**config.mk**
```make
export PLATFORM = sky130hd
export DESIGN_NAME = scalar_core
export DESIGN_NICKNAME = d
export VERILOG_FILES = /design/src/logic/core_pkg.sv /design/src/logic/instr_decoder.sv /design/src/logic/register_file.sv /design/src/logic/execute_stage.sv /design/src/logic/pipeline_control.sv /design/src/logic/scalar_core.sv
export SDC_FILE = /design/constraint.sdc
export NUM_CORES = 2
export LEC_CHECK = 0
export BUFFER_PORTS_ARGS = -buffer_cell sky130_fd_sc_hd__clkbuf_2
export CAP_MARGIN = 20
export CORE_AREA = 5 5 385 387
export CTS_CLUSTER_DIAMETER = 120
export DETAILED_ROUTE_END_ITERATION = 6
export DIE_AREA = 0 0 390 392
export MAX_ROUTING_LAYER = met4
export PLACE_DENSITY = 0.58
export SYNTH_ARGS = -nofsm -noshare
export SYNTH_HDL_FRONTEND = slang
export SYNTH_SLANG_ARGS = --single-unit
```
**constraint.sdc**
```tcl
create_clock -name clk -period 13.5 [get_ports clk]
set_input_delay 0.675 -clock clk [delete_from_list [all_inputs] [get_ports clk]]
set_output_delay 0.675 -clock clk [all_outputs]
set_load 0.01 [all_outputs]
```
**src/logic/core_pkg.sv**
```systemverilog
package core_pkg;

  typedef logic [31:0] data_t;
  typedef logic [31:0] instr_t;
  typedef logic [4:0]  reg_addr_t;
  typedef logic [15:0] imm_t;
  typedef logic [4:0]  shamt_t;

  // opcode lives in instr[31:26]
  typedef enum logic [5:0] {
    OP_ADD  = 6'h01,
    OP_SUB  = 6'h02,
    OP_AND  = 6'h03,
    OP_OR   = 6'h04,
    OP_XOR  = 6'h05,
    OP_SLT  = 6'h06,
    OP_SLL  = 6'h07,
    OP_ADDI = 6'h08,
    OP_ORI  = 6'h09
  } opcode_t;

  typedef enum logic [2:0] {
    ALU_ADD,
    ALU_SUB,
    ALU_AND,
    ALU_OR,
    ALU_XOR,
    ALU_SLT,
    ALU_SLL
  } alu_op_t;

  typedef struct packed {
    alu_op_t   alu_op;
    logic      use_imm;
    logic      reg_write;
    reg_addr_t dest;
    reg_addr_t rs;
    reg_addr_t rt;
    imm_t      imm;
    shamt_t    shamt;
  } decoded_t;

  typedef struct packed {
    logic      valid;
    reg_addr_t dest;
    data_t     data;
  } retire_t;

  typedef enum logic [0:0] {
    HS_WAIT_REQ,
    HS_WAIT_RELEASE
  } hs_state_t;

endpackage

```
**src/logic/instr_decoder.sv**
```systemverilog
`timescale 1ns/1ps

module instr_decoder import core_pkg::*; (
  input  instr_t   instr,
  output decoded_t decoded
);

  opcode_t   opcode;
  reg_addr_t rd;
  logic      known;
  logic      dest_is_rt;

  assign opcode = opcode_t'(instr[31:26]);
  assign rd     = instr[15:11];

  always_comb begin
    decoded.alu_op = ALU_ADD;
    decoded.use_imm = 1'b0;
    dest_is_rt = 1'b0;
    known = 1'b1;
    case (opcode)
      OP_ADD: decoded.alu_op = ALU_ADD;
      OP_SUB: decoded.alu_op = ALU_SUB;
      OP_AND: decoded.alu_op = ALU_AND;
      OP_OR:  decoded.alu_op = ALU_OR;
      OP_XOR: decoded.alu_op = ALU_XOR;
      OP_SLT: decoded.alu_op = ALU_SLT;
      OP_SLL: decoded.alu_op = ALU_SLL;
      OP_ADDI: begin
        decoded.alu_op = ALU_ADD;
        decoded.use_imm = 1'b1;
        dest_is_rt = 1'b1;
      end
      OP_ORI: begin
        decoded.alu_op = ALU_OR;
        decoded.use_imm = 1'b1;
        dest_is_rt = 1'b1;
      end
      default: known = 1'b0;
    endcase

    decoded.rs    = instr[25:21];
    decoded.rt    = instr[20:16];
    decoded.imm   = instr[15:0];
    decoded.shamt = instr[10:6];
    decoded.dest  = dest_is_rt ? decoded.rt : rd;
    // no write for unknown ops or r0
    decoded.reg_write = known && (decoded.dest != '0);
  end

endmodule

```
**src/logic/register_file.sv**
```systemverilog
`timescale 1ns/1ps

module register_file import core_pkg::*; (
  input  logic      clk,
  input  logic      arst_n,
  input  reg_addr_t rd_addr_a,
  input  reg_addr_t rd_addr_b,
  output data_t     rd_data_a,
  output data_t     rd_data_b,
  input  logic      wr_en,
  input  reg_addr_t wr_addr,
  input  data_t     wr_data
);

  // r0 has no storage
  data_t regs [1:31];

  always_ff @(posedge clk or negedge arst_n) begin
    if (!arst_n) begin
      for (int i = 1; i < 32; i++) begin
        regs[i] <= '0;
      end
    end else if (wr_en && (wr_addr != '0)) begin
      regs[wr_addr] <= wr_data;
    end
  end

  assign rd_data_a = (rd_addr_a == '0) ? '0 : regs[rd_addr_a];
  assign rd_data_b = (rd_addr_b == '0) ? '0 : regs[rd_addr_b];

endmodule

```
**src/logic/execute_stage.sv**
```systemverilog
`timescale 1ns/1ps

module execute_stage import core_pkg::*; (
  input  logic      clk,
  input  logic      arst_n,
  input  logic      accept,
  input  logic      ex_valid,
  input  logic      fwd_a,
  input  logic      fwd_b,
  input  decoded_t  decoded,
  input  data_t     rf_a,
  input  data_t     rf_b,
  output reg_addr_t wb_dest,
  output data_t     wb_data,
  output retire_t   retire
);

  decoded_t ex_dec;
  data_t    ex_a;
  data_t    ex_b;
  data_t    alu_b;
  data_t    alu_result;
  logic     wb_load;
  logic     wb_valid;

  ////////////////////////////////////////////////////////////
  // operand register

  // wb_data holds the previous result at the earliest accept
  always_ff @(posedge clk) begin
    if (accept) begin
      ex_dec <= decoded;
      ex_a   <= fwd_a ? wb_data : rf_a;
      ex_b   <= fwd_b ? wb_data : rf_b;
    end
  end

  ////////////////////////////////////////////////////////////
  // alu

  // immediates are zero-extended
  assign alu_b = ex_dec.use_imm ? {16'h0000, ex_dec.imm} : ex_b;

  always_comb begin
    case (ex_dec.alu_op)
      ALU_ADD: alu_result = ex_a + alu_b;
      ALU_SUB: alu_result = ex_a - alu_b;
      ALU_AND: alu_result = ex_a & alu_b;
      ALU_OR:  alu_result = ex_a | alu_b;
      ALU_XOR: alu_result = ex_a ^ alu_b;
      ALU_SLT: alu_result = {31'b0, $signed(ex_a) < $signed(alu_b)};
      // shifts the rt value
      ALU_SLL: alu_result = ex_b << ex_dec.shamt;
      default: alu_result = '0;
    endcase
  end

  ////////////////////////////////////////////////////////////
  // writeback register

  assign wb_load = ex_valid && ex_dec.reg_write;

  always_ff @(posedge clk or negedge arst_n) begin
    if (!arst_n) begin
      wb_valid <= 1'b0;
    end else begin
      wb_valid <= wb_load;
    end
  end

  always_ff @(posedge clk) begin
    if (wb_load) begin
      wb_dest <= ex_dec.dest;
      wb_data <= alu_result;
    end
  end

  // one-cycle report, rf is written at the end of it
  assign retire.valid = wb_valid;
  assign retire.dest  = wb_dest;
  assign retire.data  = wb_data;

endmodule

```
**src/logic/pipeline_control.sv**
```systemverilog
`timescale 1ns/1ps

module pipeline_control import core_pkg::*; (
  input  logic      clk,
  input  logic      arst_n,
  input  logic      req,
  output logic      ack,
  input  decoded_t  decoded,
  input  reg_addr_t wb_dest,
  output logic      accept,
  output logic      ex_valid,
  output logic      fwd_a,
  output logic      fwd_b,
  output logic      rf_wr_en
);

  hs_state_t state;
  hs_state_t state_next;
  logic      ex_write;
  logic      wb_valid;

  ////////////////////////////////////////////////////////////
  // four-phase handshake

  always_comb begin
    state_next = state;
    case (state)
      HS_WAIT_REQ: begin
        if (req) begin
          state_next = HS_WAIT_RELEASE;
        end
      end
      HS_WAIT_RELEASE: begin
        if (!req) begin
          state_next = HS_WAIT_REQ;
        end
      end
      default: state_next = HS_WAIT_REQ;
    endcase
  end

  always_ff @(posedge clk or negedge arst_n) begin
    if (!arst_n) begin
      state    <= HS_WAIT_REQ;
      ex_valid <= 1'b0;
      ex_write <= 1'b0;
      wb_valid <= 1'b0;
    end else begin
      state    <= state_next;
      ex_valid <= accept;
      if (accept) begin
        ex_write <= decoded.reg_write;
      end
      wb_valid <= ex_valid && ex_write;
    end
  end

  // ack is high for the whole time in wait_release
  assign ack    = (state == HS_WAIT_RELEASE);
  assign accept = (state == HS_WAIT_REQ) && req;

  ////////////////////////////////////////////////////////////
  // forwarding and rf write

  // wb dest is never r0 when valid
  assign fwd_a    = wb_valid && (decoded.rs == wb_dest);
  assign fwd_b    = wb_valid && (decoded.rt == wb_dest);
  assign rf_wr_en = wb_valid;

endmodule

```
**src/logic/scalar_core.sv**
```systemverilog
`timescale 1ns/1ps

module scalar_core import core_pkg::*; (
  input  logic    clk,
  input  logic    arst_n,
  input  logic    req,
  output logic    ack,
  input  instr_t  instr,
  output retire_t retire
);

  decoded_t  decoded;
  data_t     rf_a;
  data_t     rf_b;
  reg_addr_t wb_dest;
  data_t     wb_data;
  logic      accept;
  logic      ex_valid;
  logic      fwd_a;
  logic      fwd_b;
  logic      rf_wr_en;

  instr_decoder u_decoder (
    .instr   (instr),
    .decoded (decoded)
  );

  register_file u_regfile (
    .clk       (clk),
    .arst_n    (arst_n),
    .rd_addr_a (decoded.rs),
    .rd_addr_b (decoded.rt),
    .rd_data_a (rf_a),
    .rd_data_b (rf_b),
    .wr_en     (rf_wr_en),
    .wr_addr   (wb_dest),
    .wr_data   (wb_data)
  );

  pipeline_control u_control (
    .clk      (clk),
    .arst_n   (arst_n),
    .req      (req),
    .ack      (ack),
    .decoded  (decoded),
    .wb_dest  (wb_dest),
    .accept   (accept),
    .ex_valid (ex_valid),
    .fwd_a    (fwd_a),
    .fwd_b    (fwd_b),
    .rf_wr_en (rf_wr_en)
  );

  execute_stage u_execute (
    .clk      (clk),
    .arst_n   (arst_n),
    .accept   (accept),
    .ex_valid (ex_valid),
    .fwd_a    (fwd_a),
    .fwd_b    (fwd_b),
    .decoded  (decoded),
    .rf_a     (rf_a),
    .rf_b     (rf_b),
    .wb_dest  (wb_dest),
    .wb_data  (wb_data),
    .retire   (retire)
  );

endmodule

```
; ---- Word-level counts from Yosys, hierarchy flattened
; Index checks and enable logic that the tools add are counted.
[op_classes]
addsub = 2
order_cmp = 5
eq_ne = 17
shifts = 1
mux = 20
bitwise_logic = 7
n_reduce_logical = 16
[ops]
columns = op, count
row1 = $bwmux W992, 1
row2 = $bmux W32 S5, 2
row3 = $mux W32, 10
row4 = $pmux W32 S7, 1
row5 = $demux W32 S5, 1
row6 = $add A32 B32 Y32, 1
row7 = $and A32 B32 Y32, 1
row8 = $lt A32 B32 Y1, 1
row9 = $or A32 B32 Y32, 1
row10 = $shl A32 B5 Y32, 1
row11 = $sub A32 B32 Y32, 1
row12 = $xor A32 B32 Y32, 1
row13 = $eq A6 B3 Y1 const B, 4
row14 = $ge A6 B6 Y1 const B, 3
row15 = $not A5 Y6, 3
row16 = $pmux W3 S6, 1
row17 = $eq A6 B2 Y1 const B, 2
row18 = $eq A6 B4 Y1 const B, 2
row19 = $eq A5 B5 Y1, 2
row20 = $logic_not A5 Y1, 2
row21 = $reduce_bool A5 Y1, 2
row22 = $eq A3 B3 Y1 const B, 3
row23 = $reduce_or A9 Y1, 1
row24 = $logic_and A1 B1 Y1, 8
row25 = 9 further kinds, 13
[word_totals]
reg_bits = 1129
out_inout_bits = 39

; ---- Longest topological paths before layout
[logic_depth]
ltp_word = 6
mapped_depth = 15

; ---- Modules after synthesis
; Synthesis repeated with hierarchy kept, for this count alone.
[unflattened]
cells_unflattened = 4939
hier_area_um2 = 66157.2
[by_module_without_submodules]
columns = module, n_inst, cells_per_inst, area_per_inst_um2
row1 = register_file, 1, 3612, 53491.3
row2 = execute_stage, 1, 1250, 11979.0
row3 = instr_decoder, 1, 56, 450.4
row4 = pipeline_control, 1, 21, 236.5

; ---- Worst setup path after synthesis
; Ideal clock, no wire load.
[synth_path]
kind = input to register
from = input port req
to = register u_control.ex_write
arrival_ns = 5.342
required_time_ns = 13.415
path_slack_ns = 8.073
path_stages = 2
path_buffers = 0
path_cell_list = nor2b_1 > mux2_2
[synth_between]
elab_chain_cells = 1
[synth_rtl]
columns = item, line
row1 = from (decl), scalar_core.sv:6  ; input logic req,
row2 = $logic_and A1 B1 Y1, pipeline_control.sv:60  ; assign accept = (state == HS_WAIT_REQ) && req;
row3 = to (signal assigned), pipeline_control.sv:52  ; ex_write <= decoded.reg_write;
row4 = to (decl), pipeline_control.sv:19  ; logic ex_write;
; No other way between the ends.
; A chain may end at the register's enable or synchronous reset.

; ---- Final worst setup path
[layout_path]
from = register u_execute.wb_dest[1]
to = register u_execute.ex_b[4], data pin
[layout_between]
elab_chain_cells = 3
[layout_rtl]
columns = item, line
row1 = from (decl), execute_stage.sv:13  ; output reg_addr_t wb_dest,
row2 = from (signal assigned), execute_stage.sv:73  ; wb_dest <= ex_dec.dest;
row3 = $eq A5 B5 Y1, pipeline_control.sv:67  ; assign fwd_b = wb_valid && (decoded.rt == wb_dest);
row4 = $logic_and A1 B1 Y1, pipeline_control.sv:67
row5 = $mux W32, execute_stage.sv:34  ; ex_b <= fwd_b ? wb_data : rf_b;
row6 = to (signal assigned), execute_stage.sv:34
row7 = to (decl), execute_stage.sv:20  ; data_t ex_b;
; No other way between the ends.

==> results.cfg <==
[yosys]
synthCells = 4547
synth_top_family_by_area = multiplexers
ys_warn_count = 0
synthMuxAreaShare = 0.4100
ys_ff_latch = 1124
syn-cell-area_um2 = 64540
yosys.area.top_type_share = 0.3866
netlist-cell-type-count = 93
synthArstFlopShare = 0.8870
synthFlopType = dfrtp_1
synth-compound-area-share = 0.05500
syn_area_per_cell_um2 = 14.19
synth_xor_area_frac = 0.003936
ys_seq_area_frac = 0.4457
synth_edf_count = 127
synthSimpleGateAreaFrac = 0.03218
synth.net_count = 4680
synth_area_leaders = dfrtp_1, mux4_2, mux2_2
yosys.area_share.adder = 0.01923
yosysTopAreaCell = dfrtp_1

[grt]
grt_max_degree = 154
overflow = 0
grt_antenna_before_repair = 4
grt_pass1_wl_mm = 307.9
track_usage = 0.2843
grt_pass1_vias = 42670

[cells_and_area]
layout_common_cells = mux2_2, dfrtp_1, mux4_2, nand2_1, o21ai_0
synthToLayoutAreaGrowth_pct = 10.47
finalNetCount = 4564
final_common_cell = mux2_2
layout-drive-gt1-share = 0.4693

[timing]
finClkSkew_ns = 0.02502
worstMarginPinSlew_ns = 1.223
fmax_mhz = 211.0
drv_slew = 0
setup_viol = 0
fin_crit_sh = 0.3511
fin_setup_tns_ns = 0
rsz0062_at_grt = false
slew_headroom = 0.1774
hold_viol_final = 0
fin_crit_ns = 4.739

[critical_path]
worstPathArrival_ns = 5.17
crit_required_ns = 13.93
r2r_cells = 7
worstSetupPathType = flop to flop
worstPathMaxFanout = 33
cp-end-kind = flop
start_kind = flop

[die]
coreArea_um2 = 144500
die_w_um = 390
fp.dieH_um = 392
rows = 140
dieArea_um2 = 152900
io_pins = 74
initial_utilization = 0.4466

[detailed_routing]
remaining_drc_errors = 0
antenna_left = 0
firstDrtPassIters = 6
num_vias = 42040
wl_per_cell_um = 32.56
routed_via_density = 6.517
routed_wirelength_mm = 210.0
drt-initial-drc-count = 4031

[clock_network]
htree_levels = 4
clockBufferDepth = 3
tritoncts = done
ctsHoldBuffers = 2
ctsResizeCount = 0
postCtsSetupBuffers = 0
clkSinkCount = 1124
clk_latency_ns = 0.78
clock-root-buffer = clkbuf_16
cts.reportedPaths.clkPinSlew_ns = 0.06
numCtsBuffers = 131

[placed_design]
gp_congestion = 1.010
io_buffers = 73
place_hpwl_mm = 121.7

[job]
drv_cap = 0

[pwr]
finalPower_mw = 8.019
irDropWorstVdd_uv = 130.3
leakage_nw = 32.03
power-per-cell-area_nw_per_um2 = 112.5

[worst_hold_path]
min_path_cells = 1
hold_class = input port to flop

[run_status]
status = completed
## synth_stat cells, drive strengths merged (7+ instances only)
cell and instances:
mux2 1068, dfrtp 997, mux4 585, clkbuf 271
nand2 178, buf 176, o21ai 150, edfxtp 127
mux2i 126, nor2 115, inv 105, a21oi 99
ha 96, a22o 64, nand2b 32, nor3 28
a22oi 27, o22ai 24, nand3 19, a211oi 17
xnor2 17, nor2b 15, o21bai 14, a21o 13
o211ai 13, xor2 12, a221oi 11, a31oi 10
o311ai 10, o31ai 9, nand4 8, o221ai 8
or3 8, and2 7
## area by class of cell
cell class | count | area [um2]
antenna | 1 | 2.502
clock buffer | 191 | 3935
clock inverter | 43 | 479.2
fill | 12330 | 73220
inverter | 107 | 401.6
multi-input combinational | 2869 | 33860
sequential | 1124 | 28760
tap | 1917 | 2399
timing repair buffer | 198 | 1459
## layer usage
layer,track usage,vias to the layer above,part of all wire
li1,-,17270,-
met1,0.3989,22810,0.44
met2,0.4137,1593,0.45
met3,0.05636,362,0.076
met4,0.1052,0,0.041
met5,-,-,0
## flip-flops by register name, summed over array words and instances (netlist names), 5 cells and up
register,cells
u_regfile.regs,992
u_execute.ex_a,32
u_execute.ex_b,32
u_execute.wb_data,32
u_execute.ex_dec,26
u_execute.wb_dest,5
## path summary, 6_finish.rpt
check,end,start,slack [ns]
setup / recovery,u_execute.ex_b[4],u_execute.wb_dest[1],8.76
hold / removal,u_execute.ex_dec[3],instr[9],0.09
setup reg to reg,u_execute.ex_b[4],u_execute.wb_dest[1],8.76
hold reg to reg,u_execute.wb_dest[4],u_execute.ex_dec[35],0.42
max in group asynchronous,u_regfile.regs[909],arst_n,10.02
min in group asynchronous,u_regfile.regs[151],arst_n,0.55
## cells by family (layout without fill, tap and decap cells)
logic type | count (synthesis) | count (layout)
simple gates | 447 | 447
mux | 1779 | 1779
other cells | 0 | 1
compound gates | 516 | 516
buf+inv | 554 | 539
flops | 1124 | 1124
xor+xnor | 29 | 29
fa+ha+maj | 98 | 98
## stage by stage
| step | util | cells | hold WS, ns | setup WS [ns] | area [um2] |
|---|---|---|---|---|---|
| 5_1_grt | 0.4933 | 6450 | 0.06205 | 8.694 | 71290 |
| 2_1_floorplan | - | 4547 | 0.3794 | 8.073 | 64540 |
| 3_3_place_gp | 0.4623 | 6211 | 0.4009 | 8.543 | 66800 |
| 6_report | 0.4933 | 6450 | 0.08670 | 8.761 | 71290 |
| 3_5_place_dp | 0.4625 | 6212 | 0.4052 | 8.520 | 66830 |
| 4_1_cts | 0.4931 | 6448 | 0.03361 | 9.049 | 71260 |
## where the power goes
| part | internal [mW] | switching, mW | total (mW) |
|---|---|---|---|
| Clock | 2.16 | 1.48 | 3.64 |
| Combinational | 0.322 | 0.448 | 0.770 |
| Sequential | 3.53 | 0.0797 | 3.61 |
| Total | 6.01 | 2.01 | 8.02 |
## critical path, cell delays in order, from the launching register on
cell	delay, ns
edfxtp_1	0.88
xor2_1	0.36
nor4_1	0.99
and3_2	0.33
buf_4	0.61
o21bai_4	0.25
buf_4	0.59
o21ai_0	0.36
No activity file was read; power rests on OpenSTA's default activity.
